## src/source/bus_watchdog.sv

```systemverilog
// bus_watchdog: flags a bus response that has not come within a cycle limit
`timescale 1ns/100ps

module bus_watchdog #(
  parameter int TIMEOUT_CYCLES = 32
) (
  input  logic clk,
  input  logic rst_n_i,
  input  logic start_i,
  input  logic active_i,
  output logic expired_o
);

  localparam int CW = $clog2(TIMEOUT_CYCLES + 1);

  logic [CW-1:0] cnt;

  always_ff @(posedge clk) begin
    if (!rst_n_i) begin
      cnt       <= '0;
      expired_o <= 1'b0;
    end else begin
      expired_o <= 1'b0;
      if (start_i) begin
        cnt <= '0;
      end else if (active_i && cnt != CW'(TIMEOUT_CYCLES)) begin
        cnt       <= cnt + 1'b1;  // sticks at the limit, so one pulse only
        expired_o <= (cnt == CW'(TIMEOUT_CYCLES - 1));
      end
    end
  end

  // the waiting side must still be waiting when the pulse lands
  a_expired_active: assert property (@(posedge clk) disable iff (!rst_n_i)
    expired_o |-> active_i);

endmodule

```

## config.mk

```make
export PLATFORM = sky130hd
export DESIGN_NAME = bus_watchdog
export DESIGN_NICKNAME = d
export VERILOG_FILES = /design/src/source/bus_watchdog.sv
export SDC_FILE = /design/constraint.sdc
export NUM_CORES = 1
export LEC_CHECK = 0
export BUFFER_PORTS_ARGS = -buffer_cell sky130_fd_sc_hd__buf_2
export CAP_MARGIN = 30
export CORE_UTILIZATION = 25
export CTS_CLUSTER_DIAMETER = 200
export DETAILED_ROUTE_END_ITERATION = 10
export SLEW_MARGIN = 10
export SYNTH_ARGS = -nofsm -noshare
export SYNTH_HDL_FRONTEND = slang
export SYNTH_SLANG_ARGS = --single-unit
```

## constraint.sdc

```tcl
create_clock -name clk -period 2.25 [get_ports clk]
set_input_delay 0.3375 -clock clk [delete_from_list [all_inputs] [get_ports clk]]
set_output_delay 0.3375 -clock clk [all_outputs]
set_load 0.005 [all_outputs]
```

==> impl_metrics.toml, run 1 <==
[global_route]
antenna_found_initial = 0
grtUsageTotal_pct = 10.2
grt_pass1_wl_um = 972
overflow = 0
grt_pass1_vias = 242
grt_max_degree = 7

[power_and_ir_drop]
power.total_mw = 0.254
combPwrFrac_pct = 5.2
p_switching_mw = 0.0555
leakage_nw = 0.150
p_clk_share_pct = 44.8
ir_drop_mv = 0.285
cellPowerDensity_nw_per_um2 = 635
switching_share_pct = 21.8
p_seq_share_pct = 49.9
p_int_mw = 0.199

[yosys]
synth_area_um2 = 337
synth_async_sr_flop_share_pct = 0
synth_area_leaders = "dfxtp_1 (42%), ha_1 (7.4%), nand2_1 (6.7%), mux2i_1 (5.9%), xor2_1 (5.2%)"
synth_most_common_cell = "dfxtp_1"
synth_top_area_share_pct = 41.6
synth_seq_area_share_pct = 41.6
yosysTopAreaCell = "dfxtp_1"
synth_nets = 45
synth-edff-count = 0
synth-seq-cells = 7
synth_flop_cell = "dfxtp_1"
ys_warn_count = 0
synthCells = 39
netlist_top_cells_count = "dfxtp_1 (7), nand2_1 (6), inv_1 (3), nor2_1 (3)"
syn_area_per_cell_um2 = 8.63
ys_types = 19

[cts]
cts_num_sinks = 7
clk_pin_slew_ps = 50
post_cts_resize_count = 0
cts_tree = "done"
worstSkewPairLatency_ps = 250
clockRootBuffer = "clkbuf_4"
hold_buffers = 0
ctsHtreeMaxLevel = 1
cts_buffer_depth = 2
cts_buffers = 3
cts_setup_buffers = 0

[placed_design]
place_ws_ps = 977
port_buffers = 4
post-dp-hpwl_um = 405
placed_cell_area_um2 = 374
place_inst = 57
gp_congestion = 0.808

[worst_setup_path]
setup.worst_path.start_class = "flop"
critPathKind = "reg2reg"
path_max_fanout = 5
cp_data_arrival_time_ps = 1470
crit_required_ps = 2430
regToRegStartpoint = "cnt[0]"
endpoint_kind = "flop"
r2r_slack_ps = 960
r2r-end = "cnt[0]"
reg2reg_depth = 4

[timing]
finalHoldViolCount = 0
fin_crit_ps = 1290
worstMarginPinSlew_ps = 300
tns_ps = 0
clock_skew_ps = 3.13
fin_crit_sh_pct = 57.4
slew_viol_final = 0
fmax_mhz = 774
worst_slack_ps = 959
rsz0062_at_grt = "false"
setup_viol = 0
hold_slack_ps = 400
max-slew-margin-rel_pct = 79.9

[finish]
antennaDiodeCount = 0
final_core_utilization_pct = 34.2
nets = 54
drive_above_1_share_pct = 17.0
instances_no_fill = 61
nFillCells = 124
design_area_um2 = 400
area_growth_syn_to_layout_pct = 19.0

[drt]
routedWlPerCell_um = 9.39
wirelength_um = 573
drc_errors = 0
drt_pass1_iterations = 4
via_per_inst = 4.64
drtIter0Drc = 8
via_count = 283
detail-route-antenna-nets = 0

[die]
start_util_pct = 28.7
die_h_um = 38.7
rows = 12
ioPinCount = 5
core_um2 = 1170
fp.dieW_um = 38.7
die_area_um2 = 1500

[hold_path]
min_to = "cnt[1]"
holdCritStartpoint = "start_i"
hp-class = "in2reg"
whs_path_depth = 4

[run]
drv_cap = 0

[outcome]
status = "complete, no violations"
## kinds of logic (layout without fill, tap and decap cells)
family          after synthesis  count (layout)  share of synthesized area (%)
simple gates                 18              18                           27.1
flops                         7               7                           41.6
compound gates                5               5                           9.29
buf+inv                       3              11                           3.35
fa+ha+maj                     2               2                           7.43
xor+xnor                      2               2                           5.21
mux                           2               2                           5.95
## per-layer routing
layer  vias up  GRT usage [%]  share of wire, %
met1       119           13.2                51
met4         0           12.9               4.2
met3         4           1.73               5.8
met2         8           12.1                38
li1        152              -                 -
met5         -              0                 0
## worst max-delay path: stages, from the launching register on
cell and delay (ps):
dfxtp_1 400, inv_1 90, ha_1 230, a31oi_1 300, mux2i_1 210
## worst max-delay path by stage
stage,slack [ps],endpoint,start
finish,960,cnt[0],cnt[0]
global route,870,cnt[0],cnt[0]
CTS,970,cnt[0],cnt[0]
detailed placement,980,cnt[1],cnt[0]
global placement,980,cnt[0],cnt[0]
floorplan,1100,cnt[0],cnt[0]
## layout make-up
cell class	count	area, µm²	area share, %
Inverter	3	11.3	2.81
Multi-Input combinational cell	29	185	46.3
Sequential cell	7	140	35.0
Tap cell	14	17.5	4.38
Clock buffer	4	26.3	6.56
Timing Repair Buffer	4	20.0	5.00
## power groups by stage
stage                     Clock, mW  Sequential (mW)  Combinational, mW
final                         0.114            0.127             0.0133
after global routing          0.124            0.127             0.0150
after CTS                     0.116            0.127             0.0134
after detailed placement          0            0.130             0.0133
after global placement            0            0.130             0.0131
after floorplan                   0            0.129            0.00792
## layout by cell type, fill, tap and decap left out
cell type	count
dfxtp_1	7
nand2_1	6
buf_2	4
inv_1	3
nor2_1	3
clkbuf_4	3
mux2i_1	2
a21oi_1	2
nand4_1	2
xor2_1	2
ha_1	2
nor2b_1	1
nor3_1	1
a31oi_1	1
nand2b_1	1
nand3_2	1
nor4_1	1
nand3_1	1
o21ai_0	1
or3_1	1
a311o_1	1
clkbuf_1	1
## state kept, by name, indices dropped and copies added (netlist names)
signal     flops
cnt            6
expired_o      1
Power figures use the tool's default switching activity.
==> run 2: changes to the inputs <==
--- a/config.mk
+++ b/config.mk
@@ -5,6 +5,7 @@
 export SDC_FILE = /design/constraint.sdc
 export NUM_CORES = 1
 export LEC_CHECK = 0
+export ABC_AREA = 1
 export BUFFER_PORTS_ARGS = -buffer_cell sky130_fd_sc_hd__buf_2
 export CAP_MARGIN = 30
 export CORE_UTILIZATION = 25
==> constraint.sdc (replaced) <==
create_clock -name clk -period 1.1 [get_ports clk]
set_input_delay 0.165 -clock clk [delete_from_list [all_inputs] [get_ports clk]]
set_output_delay 0.165 -clock clk [all_outputs]
set_load 0.005 [all_outputs]
==> run 2 against run 1 <==
Sequential share of layout area fell by 5.7 points. Utilization is 3.3 points higher. Count of clock-buffer cells in the layout unchanged. Register-to-register slack lost 940 ps. Total power up 110%. Via count increased by 18%. Global-route usage up 1.9 points. Highest routed layer unchanged. Worst setup slack lost 940 ps.
==> impl_metrics.toml, run 2 <==
[placed_design]
gp_congestion = 0.660
post-dp-hpwl_um = 544
place_ws_ps = -100
port_buffers = 4

[die]
die_h_um = 40.6
die_area_um2 = 1640
start_util_pct = 27.9
ioPinCount = 5
core_um2 = 1330
fp.dieW_um = 40.6
rows = 13

[worst_setup_path]
worst-path-stages = 8
setup.worst_path.start_class = "flop"
crit_required_ps = 1270
path_max_fanout = 6
critPathKind = "reg2reg"
endpoint_kind = "flop"
cp_slowest_stage_delay_ps = 360
cp_top_family = "flip-flops"
reg2reg_depth = 8
cp_data_arrival_time_ps = 1260
crit_chain = "inv_4, ha_4, nand2_2, inv_2, nand3_4, nand2_4, nand2_2, a21oi_2"
crit_top_cell = "nand2_2"
slowest_stage = "dfxtp_4"
path_buf_inv = 2

[drt]
drt_pass1_iterations = 4
wirelength_um = 787
via_per_inst = 4.51
drtIter0Drc = 12
drc_errors = 0
via_count = 334
routedWlPerCell_um = 10.6
detail-route-antenna-nets = 0

[yosys]
ys_types = 17
synth_area_um2 = 372
synth_flop_cell = "dfxtp_1"
synth_area_leaders = "dfxtp_1 (38%), inv_1 (9.1%), nand2_1 (9.1%), ha_1 (6.7%), a21oi_1 (5.4%)"
synth-edff-count = 0
netlist_top_cells_count = "inv_1 (9), nand2_1 (9), dfxtp_1 (7)"
synth_seq_area_share_pct = 37.7
synth_async_sr_flop_share_pct = 0
synth_top_area_share_pct = 37.7
ys_warn_count = 0
syn_area_per_cell_um2 = 7.43
synth_nets = 56
synthCells = 50
yosysTopAreaCell = "dfxtp_1"
synth-seq-cells = 7

[timing]
max-slew-margin-rel_pct = 84.4
fmax_mhz = 922
hold_slack_ps = 193
finalHoldViolCount = 0
clock_skew_ps = 3.22
slew_viol_final = 0
tns_ps = 0
rsz0062_at_grt = "true"
fin_crit_sh_pct = 98.6
worst_slack_ps = 15.7
fin_crit_ps = 1080
worstMarginPinSlew_ps = 232
setup_viol = 0

[cts]
worstSkewPairLatency_ps = 250
cts_num_sinks = 7
ctsHtreeMaxLevel = 1
cts_buffer_depth = 2
cts_tree = "done"
cts_buffers = 3
hold_buffers = 0
clk_pin_slew_ps = 50
clockRootBuffer = "clkbuf_4"

[power_and_ir_drop]
switching_share_pct = 23.1
cellPowerDensity_nw_per_um2 = 1070
p_clk_share_pct = 43.7
p_switching_mw = 0.124
p_seq_share_pct = 48.0
p_int_mw = 0.411
ir_drop_mv = 0.456
leakage_nw = 0.200
combPwrFrac_pct = 8.3

[hold_path]
hp-class = "in2reg"
whs_path_depth = 4

[finish]
area_growth_syn_to_layout_pct = 34.7
nFillCells = 141
top_regs = "cnt x6, expired_o x1"
antennaDiodeCount = 0
final_common_cell = "nand2_1"
drive_above_1_share_pct = 44.1
final_core_utilization_pct = 37.5
largest_reg_flops = 6
nets = 66
top_register = "cnt"
layout_common_cells = "nand2_1 (7), inv_1 (6), nand3_1 (4), dfxtp_1 (4), buf_2 (4)"

[global_route]
grt_max_degree = 9
grt_pass1_vias = 282
grt_pass1_wl_um = 1180
antenna_found_initial = 0
overflow = 0
grtUsageTotal_pct = 12.1

[run]
drv_cap = 0

[outcome]
status = "complete, no violations"
-- run 2: cell count changes after synthesis, moves of 2 or more --
cell / change
nand3_1: +3
a21oi_1: +2
inv_1: +6
mux2i_1: -2
nand2_1: +3
-- run 2: through the flow --
stage	std cells	instance area, µm²	power [mW]
final	74	500	0.535
after global routing	74	500	0.573
after CTS	74	483	0.547
after detailed placement	70	420	0.298
after global placement	70	420	0.297
after floorplan	50	372	0.285
-- run 2: final cells by class --
type	count	area [µm²]	share of cell area (%)
Multi-Input combinational cell	33	238	47.5
Clock buffer	4	26.3	5.25
Inverter	9	36.3	7.25
Timing Repair Buffer	6	35.0	7.00
Tap cell	15	18.8	3.75
Sequential cell	7	146	29.2
-- run 2: worst reg2reg max path, cell delays in order (launching register included) --
cell,delay [ps]
dfxtp_4,360
inv_4,60
ha_4,120
nand2_2,40
inv_2,60
nand3_4,100
nand2_4,90
nand2_2,50
a21oi_2,130
-- run 2: repair_timing --
| item | in CTS | in global routing |
|---|---|---|
| gates resized for setup | 12 | 7 |
| setup endpoints to repair | 4 | 6 |
| pin swaps | 4 | 2 |
| buffers inserted | 0 | 0 |
-- run 2: cell families (layout without fill, tap and decap cells) --
family	after synthesis	after routing	synth area share, %
flops	7	7	37.7
xor+xnor	1	1	2.36
fa+ha+maj	2	2	6.73
simple gates	25	25	36.0
buf+inv	10	19	10.4
compound gates	5	5	6.73
-- run 2: worst paths after layout --
check                              from  endpoint  slack, ps
worst max-delay path             cnt[1]    cnt[2]         20
worst max register to register   cnt[1]    cnt[2]         20
worst min register to register   cnt[0]    cnt[0]        480
worst min-delay path            start_i    cnt[3]        190
-- run 2: power groups by stage --
| stage | sequential [mW] | combinational (mW) | clock (mW) |
|---|---|---|---|
| 3_3_place_gp | 0.263 | 0.0333 | 0 |
| 5_1_grt | 0.257 | 0.0491 | 0.267 |
| 6_report | 0.257 | 0.0446 | 0.234 |
| 3_5_place_dp | 0.263 | 0.0347 | 0 |
| 2_1_floorplan | 0.263 | 0.0219 | 0 |
| 4_1_cts | 0.259 | 0.0401 | 0.248 |
-- run 2: routing by layer --
| metal | wire length (µm) | global-route usage [%] | up-vias |
|---|---|---|---|
| li1 | - | - | 179 |
| met1 | 361 | 13.6 | 146 |
| met2 | 391 | 17.5 | 7 |
| met3 | 28 | 8.33 | 2 |
| met4 | 6 | 5.00 | 0 |
| met5 | 0 | 0 | - |
