[src/common/lsu_pkg.sv]
// lsu_pkg shares widths, access sizes and bus records across the data-memory stage
package lsu_pkg;

  localparam int XLEN = 64;
  localparam int LANES = XLEN / 8;

  // access width in bytes is 1 << size
  typedef enum logic [1:0] {
    SIZE_B = 2'd0,
    SIZE_H = 2'd1,
    SIZE_W = 2'd2,
    SIZE_D = 2'd3
  } access_size_t;

  // one load or store from the pipeline
  typedef struct packed {
    logic [XLEN-1:0] addr;
    logic [XLEN-1:0] wdata;  // rs2 with the low bytes significant
    access_size_t    size;
    logic            is_store;
    logic            sext;
  } lsu_op_t;

  typedef struct packed {
    logic [XLEN-1:0]  addr;   // doubleword aligned
    logic [XLEN-1:0]  wdata;
    logic [LANES-1:0] wmask;  // one bit per byte lane
    logic             we;
  } bus_req_t;

  typedef struct packed {
    logic [XLEN-1:0] rdata;
    logic            err;
  } bus_rsp_t;

  // bus word seen whole or as byte lanes
  typedef union packed {
    logic [XLEN-1:0]          dword;
    logic [LANES-1:0][7:0]    lane;
  } bus_word_u;

  typedef struct packed {
    logic [XLEN-1:0] rdata;
    logic            misaligned;
    logic            bus_err;
  } lsu_result_t;

endpackage
[src/mem_stage/lsu_ctrl_fsm.sv]
// lsu_ctrl_fsm: sequences one access through bus request, response and completion
`timescale 1ns/100ps

module lsu_ctrl_fsm
  import lsu_pkg::*;
(
  input  logic        clk,
  input  logic        rst_n_i,
  input  logic        op_valid_i,
  input  lsu_op_t     op_i,
  output logic        op_ready_o,
  output logic        bus_req_valid_o,
  output bus_req_t    bus_req_o,
  input  logic        bus_req_ready_i,
  input  logic        bus_rsp_valid_i,
  input  bus_rsp_t    bus_rsp_i,
  output logic        bus_rsp_ready_o,
  output logic        wd_start_o,
  output logic        wd_active_o,
  input  logic        wd_expired_i,
  output logic        done_o,
  output lsu_result_t result_o
);

  typedef enum logic [1:0] {IDLE, REQ, RSP, DONE} state_t;

  state_t       state;
  bus_req_t     aligned_req;
  logic         misaligned;
  logic         accept;
  logic [2:0]   offset_q;
  access_size_t size_q;
  logic         sext_q;
  bus_req_t     req_q;
  logic [XLEN-1:0] load_value;

  store_align i_store_align (
    .op_i        (op_i),
    .req_o       (aligned_req),
    .misaligned_o(misaligned)
  );

  load_extract i_load_extract (
    .offset_i(offset_q),
    .size_i  (size_q),
    .sext_i  (sext_q),
    .rdata_i (bus_rsp_i.rdata),
    .value_o (load_value)
  );

  assign op_ready_o      = (state == IDLE);
  assign accept          = op_valid_i && op_ready_o;
  assign bus_req_valid_o = (state == REQ);
  assign bus_req_o       = req_q;
  assign bus_rsp_ready_o = (state == RSP);
  assign wd_start_o      = bus_req_valid_o && bus_req_ready_i;  // timer starts at issue
  assign wd_active_o     = (state == RSP);
  assign done_o          = (state == DONE);

  always_ff @(posedge clk) begin
    if (!rst_n_i) begin
      state    <= IDLE;
      result_o <= '0;
    end else begin
      case (state)
        IDLE: if (accept) begin
          if (misaligned) begin
            state    <= DONE;  // never reaches the bus
            result_o <= '{rdata: '0, misaligned: 1'b1, bus_err: 1'b0};
          end else begin
            state <= REQ;
          end
        end
        REQ: if (bus_req_ready_i) state <= RSP;
        RSP: begin
          if (bus_rsp_valid_i) begin
            state    <= DONE;
            result_o <= '{rdata: req_q.we ? '0 : load_value, misaligned: 1'b0,
                          bus_err: bus_rsp_i.err};
          end else if (wd_expired_i) begin
            state    <= DONE;  // abort, no answer
            result_o <= '{rdata: '0, misaligned: 1'b0, bus_err: 1'b1};
          end
        end
        default: state <= IDLE;  // DONE lasts one cycle
      endcase
    end
  end

  // captured access, held while the bus works on it
  always_ff @(posedge clk) begin
    if (accept) begin
      req_q    <= aligned_req;
      offset_q <= op_i.addr[2:0];
      size_q   <= op_i.size;
      sext_q   <= op_i.sext;
    end
  end

  a_req_hold: assert property (@(posedge clk) disable iff (!rst_n_i)
    bus_req_valid_o && !bus_req_ready_i |=> bus_req_valid_o && $stable(bus_req_o));

  a_done_pulse: assert property (@(posedge clk) disable iff (!rst_n_i)
    done_o |=> !done_o);

endmodule

[src/mem_stage/load_extract.sv]
// load_extract: picks the loaded bytes out of the bus word and extends them to 64 bits
`timescale 1ns/100ps

module load_extract
  import lsu_pkg::*;
(
  input  logic [2:0]      offset_i,
  input  access_size_t    size_i,
  input  logic            sext_i,
  input  bus_word_u       rdata_i,
  output logic [XLEN-1:0] value_o
);

  bus_word_u shifted;
  logic      fill;

  // move the addressed lane down to lane 0
  always_comb begin
    for (int i = 0; i < LANES; i++) begin
      if (i + int'(offset_i) < LANES) begin
        shifted.lane[i] = rdata_i.lane[3'(i + int'(offset_i))];
      end else begin
        shifted.lane[i] = 8'h00;
      end
    end
  end

  // top kept bit, or zero when unsigned
  always_comb begin
    case (size_i)
      SIZE_B:  fill = sext_i & shifted.lane[0][7];
      SIZE_H:  fill = sext_i & shifted.lane[1][7];
      SIZE_W:  fill = sext_i & shifted.lane[3][7];
      default: fill = 1'b0;  // full width, nothing to fill
    endcase
  end

  always_comb begin
    case (size_i)
      SIZE_B: begin
        value_o = {{56{fill}}, shifted.lane[0]};
      end
      SIZE_H: begin
        value_o = {{48{fill}}, shifted.lane[1], shifted.lane[0]};
      end
      SIZE_W: begin
        value_o = {{32{fill}}, shifted.dword[31:0]};
      end
      default: begin
        value_o = shifted.dword;
      end
    endcase
  end

endmodule

[src/mem_stage/store_align.sv]
// store_align: alignment check and byte-lane placement of store data and mask
`timescale 1ns/100ps

module store_align
  import lsu_pkg::*;
(
  input  lsu_op_t  op_i,
  output bus_req_t req_o,
  output logic     misaligned_o
);

  logic [2:0] offset;
  logic [7:0] size_mask;
  bus_word_u  src;
  bus_word_u  placed;

  assign offset  = op_i.addr[2:0];
  assign src.dword = op_i.wdata;

  always_comb begin
    case (op_i.size)
      SIZE_B: begin
        size_mask    = 8'h01;
        misaligned_o = 1'b0;
      end
      SIZE_H: begin
        size_mask    = 8'h03;
        misaligned_o = offset[0];
      end
      SIZE_W: begin
        size_mask    = 8'h0f;
        misaligned_o = |offset[1:0];
      end
      default: begin
        size_mask    = 8'hff;
        misaligned_o = |offset;
      end
    endcase
  end

  // lane i takes source byte i - offset
  always_comb begin
    for (int i = 0; i < LANES; i++) begin
      placed.lane[i] = (i >= int'(offset)) ? src.lane[3'(i - int'(offset))] : 8'h00;
    end
  end

  assign req_o.addr  = {op_i.addr[XLEN-1:3], 3'b000};
  assign req_o.wdata = placed.dword;
  assign req_o.wmask = op_i.is_store ? (size_mask << offset) : '0;  // loads write nothing
  assign req_o.we    = op_i.is_store;

  always_comb begin
    if (op_i.is_store && !misaligned_o) begin
      a_store_mask: assert (req_o.wmask != '0);
    end
  end

endmodule

[config.mk]
export PLATFORM = sky130hd
export DESIGN_NAME = lsu_ctrl_fsm
export DESIGN_NICKNAME = d
export VERILOG_FILES = /design/src/common/lsu_pkg.sv /design/src/mem_stage/lsu_ctrl_fsm.sv /design/src/mem_stage/load_extract.sv /design/src/mem_stage/store_align.sv
export SDC_FILE = /design/constraint.sdc
export NUM_CORES = 1
export LEC_CHECK = 0
export ABC_AREA = 1
export BUFFER_PORTS_ARGS = -buffer_cell sky130_fd_sc_hd__buf_2
export CAP_MARGIN = 5
export CORE_ASPECT_RATIO = 1.4
export CORE_MARGIN = 4
export CORE_UTILIZATION = 35
export CTS_CLUSTER_DIAMETER = 30
export DETAILED_ROUTE_END_ITERATION = 6
export REMOVE_ABC_BUFFERS = 1
export SLEW_MARGIN = 20
export SYNTH_ARGS = -nofsm -noshare
export SYNTH_HDL_FRONTEND = slang
export SYNTH_HIERARCHICAL = 1
export SYNTH_SLANG_ARGS = --single-unit
[constraint.sdc]
create_clock -name clk -period 6.7 [get_ports clk]
set_clock_uncertainty 0.2 [all_clocks]
set_input_delay 1.34 -clock clk [delete_from_list [all_inputs] [get_ports clk]]
set_output_delay 1.34 -clock clk [all_outputs]
set_load 0.03 [all_outputs]
==> metrics.txt <==
clk sinks 211; register bit total from synthesis 211; drt first-iter violations 1147; port bufs 411; Setup TNS 0 ns; Unique masters post-synth 35; DP Area 0.0159 mm2; final net count 2623; Fill cells 4114; worst-skew pair later-pin latency 0.55 ns; WHS Endpoint result_o[62]; DRT Pass-1 Iters 6; Die Footprint 0.0439 mm2; Max Cap Viol 0; initial antenna violation count 17; WP data required 6.93 ns; Area Overhead vs Synth 22.9%; cell area after synthesis 0.0142 mm2; Min-Delay Path Class reg -> reg; Post-Syn Instances 2100; outcome finished, final reports clean; Cell Pwr Density 430 mW/mm2; post-route design area 0.0174 mm2; row cnt 87; share of flip-flops with an asynchronous set or reset 0%; Synth area leaders edfxtp_1, nand2_1, dfxtp_1, nor2_1, nand3_1; post-synthesis sequential area ratio 39.8%; via count 14600; cts repair resizes 0; core area 0.0402 mm2; routability-driven placement congestion ratio 0.903; final hold vios 0; cts hold-fix bufs 0; htree depth 2; worst slack at placement 1.85 ns; Die Ht 246 um; min-delay src result_o[62]; final hold slack 0.308 ns; Worst-path clk slew 0.04 ns; largest area contributor in the netlist edfxtp_1; Post-synth EDFFs 143; Peak VDD IR 0.000285 V; WL final 52100 um; final worst path period need 4.29 ns; DR WL/cell 17.5 um; Final HPWL DP 38400 um; first-pass GRT wire length 78100 um; io pins 412; Syn. warnings 6; CTS root buffer clkbuf_16; endpoint class of the critical path flip-flop; reg2reg path depth 16; gr ovfl total 0; WS Path Type in -> reg; Avg Vias per Cell 4.91; CTS max path bufs 3; DRC violation count after routing 0; Setup Buffers After CTS 0; register-to-register setup slack 2.49 ns; Worst Setup Start Kind primary input; vias in the first global route 14000; Final WS setup 2.41 ns; Max Slew Vio Count 0; share of cells above drive strength 1 22.2%; Rel. slew slack 14.9%; Initial Utilization 35.3%; f_max 233 MHz; CTS tree built; Crit Reg-Reg Endpoint result_o[54]; reg2reg start offset_q[1]; Worst Max-Slew Pin Slew 1.28 ns; Synth top area share 30.3%; Worst Path Arrival 4.51 ns; synthesized area per cell 6.76 um2; total track usage 22.8%; Synth Flop Type edfxtp_1; CP Max Fanout 89; Final period util 64.0%; RSZ-0062 raised after global routing no; die width 178 um; antenna-violating nets left 0; Leak 9.12 nW; CTS Buf Count 44; Final setup viols 0; Hold Path Cell Cnt 4; largest net degree at the start of global routing 104
-- Yosys cell counts, types with 11 or more instances --
library cell  number
buf_6             17
clkbuf_1          48
nand4_1           49
nand2_1          851
o21ai_0           71
nand2_2           11
edfxtp_1         143
buf_2             38
buf_4             74
nand3_1          179
dfxtp_1           68
ha_1              26
a21oi_1           32
inv_1            180
nor2_1           253
-- critical path, cell delays in order --
cell	delay, ns
buf_2	0.10
clkinv_1	0.04
buf_4	0.35
ha_1	0.33
ha_1	0.23
a21oi_1	0.14
nand2_1	0.12
nand2_2	0.40
nand3_4	0.35
buf_4	0.71
nand2_1	0.10
nand2_1	0.09
nor2_1	0.05
-- how the worst max path moves through the flow --
| stage | startpoint | end | slack [ns] |
|---|---|---|---|
| 5_1_grt | op_i[69] | result_o[4] | 2.09 |
| 6_report | op_i[69] | result_o[4] | 2.41 |
| 2_1_floorplan | offset_q[0] | result_o[38] | 1.80 |
| 3_3_place_gp | op_i[69] | result_o[4] | 1.99 |
| 4_1_cts | op_i[69] | result_o[49] | 2.42 |
| 3_5_place_dp | op_i[69] | result_o[49] | 1.85 |
-- where the power goes --
group | switching (mW) | internal, mW
registers | 0.159 | 1.85
clock network | 0.763 | 1.41
logic | 2.45 | 0.862
-- sequential cells by signal, indices dropped and copies added (netlist names) --
| signal | cells |
|---|---|
| state | 2 |
| bus_req_o | 137 |
| sext_q | 1 |
| result_o | 66 |
| offset_q | 3 |
| size_q | 2 |
-- per-layer routing --
metal / global-route usage (%) / vias up / wire length, um
met5: 0 / - / 114
li1: - / 7153 / -
met4: 10.7 / 18 / 2550
met1: 25.6 / 6617 / 19100
met3: 6.48 / 143 / 4950
met2: 39.7 / 663 / 25300
-- final cells by class --
class	count	area [um2]	share of cell area, %
timing repair buffer	429	2190	12.6
multi-input combinational	1517	6690	38.4
antenna	6	15.0	0.0861
inverter	191	724	4.15
sequential	211	5660	32.4
clock buffer	53	1170	6.69
clock inverter	29	323	1.85
tap	534	668	3.83
-- placed cells by master, fill, tap and decap left out, drive strengths merged --
| cell type | Yosys | final |
|---|---|---|
| clkinv | 1 | 17 |
| a21o | 1 | 1 |
| nor2 | 253 | 253 |
| nand4 | 49 | 49 |
| or2 | 6 | 6 |
| o21ai | 73 | 73 |
| clkbuf | 48 | 53 |
| clkinvlp | 0 | 3 |
| xnor2 | 2 | 2 |
| ha | 26 | 26 |
| dfxtp | 68 | 68 |
| nand3b | 1 | 1 |
| nand3 | 185 | 185 |
| a21oi | 32 | 32 |
| inv | 190 | 196 |
| and2 | 4 | 4 |
| conb | 1 | 3 |
| a31oi | 2 | 2 |
| nand2 | 863 | 863 |
| o21bai | 1 | 1 |
| mux2i | 7 | 7 |
| buf | 135 | 429 |
| bufinv | 0 | 4 |
| xor2 | 1 | 1 |
| diode | 0 | 6 |
| o211ai | 8 | 8 |
| edfxtp | 143 | 143 |
-- kinds of logic (layout without fill, tap and decap cells) --
kind of cell | count (synthesis) | in the layout | synth area share, %
other | 1 | 9 | 0.0264
AND/OR/NAND/NOR | 1361 | 1361 | 39.4
adder cells (fa/ha/maj) | 26 | 26 | 2.29
AO/OA/AOI/OAI | 117 | 117 | 4.45
flip-flops | 211 | 211 | 39.8
XOR/XNOR | 3 | 3 | 0.423
multiplexers | 7 | 7 | 0.494
buffers and inverters | 374 | 702 | 13.1
-- per-stage QoR --
step | power (mW) | utilization [%] | std cells
floorplan | 4.30 | - | 1919
global route | 7.98 | 43.4 | 2969
finish | 7.49 | 43.4 | 2970
detailed placement | 5.35 | 39.7 | 2882
CTS | 7.57 | 43.4 | 2964
global placement | 5.32 | 39.7 | 2882
Power figures use the tool's default switching activity.
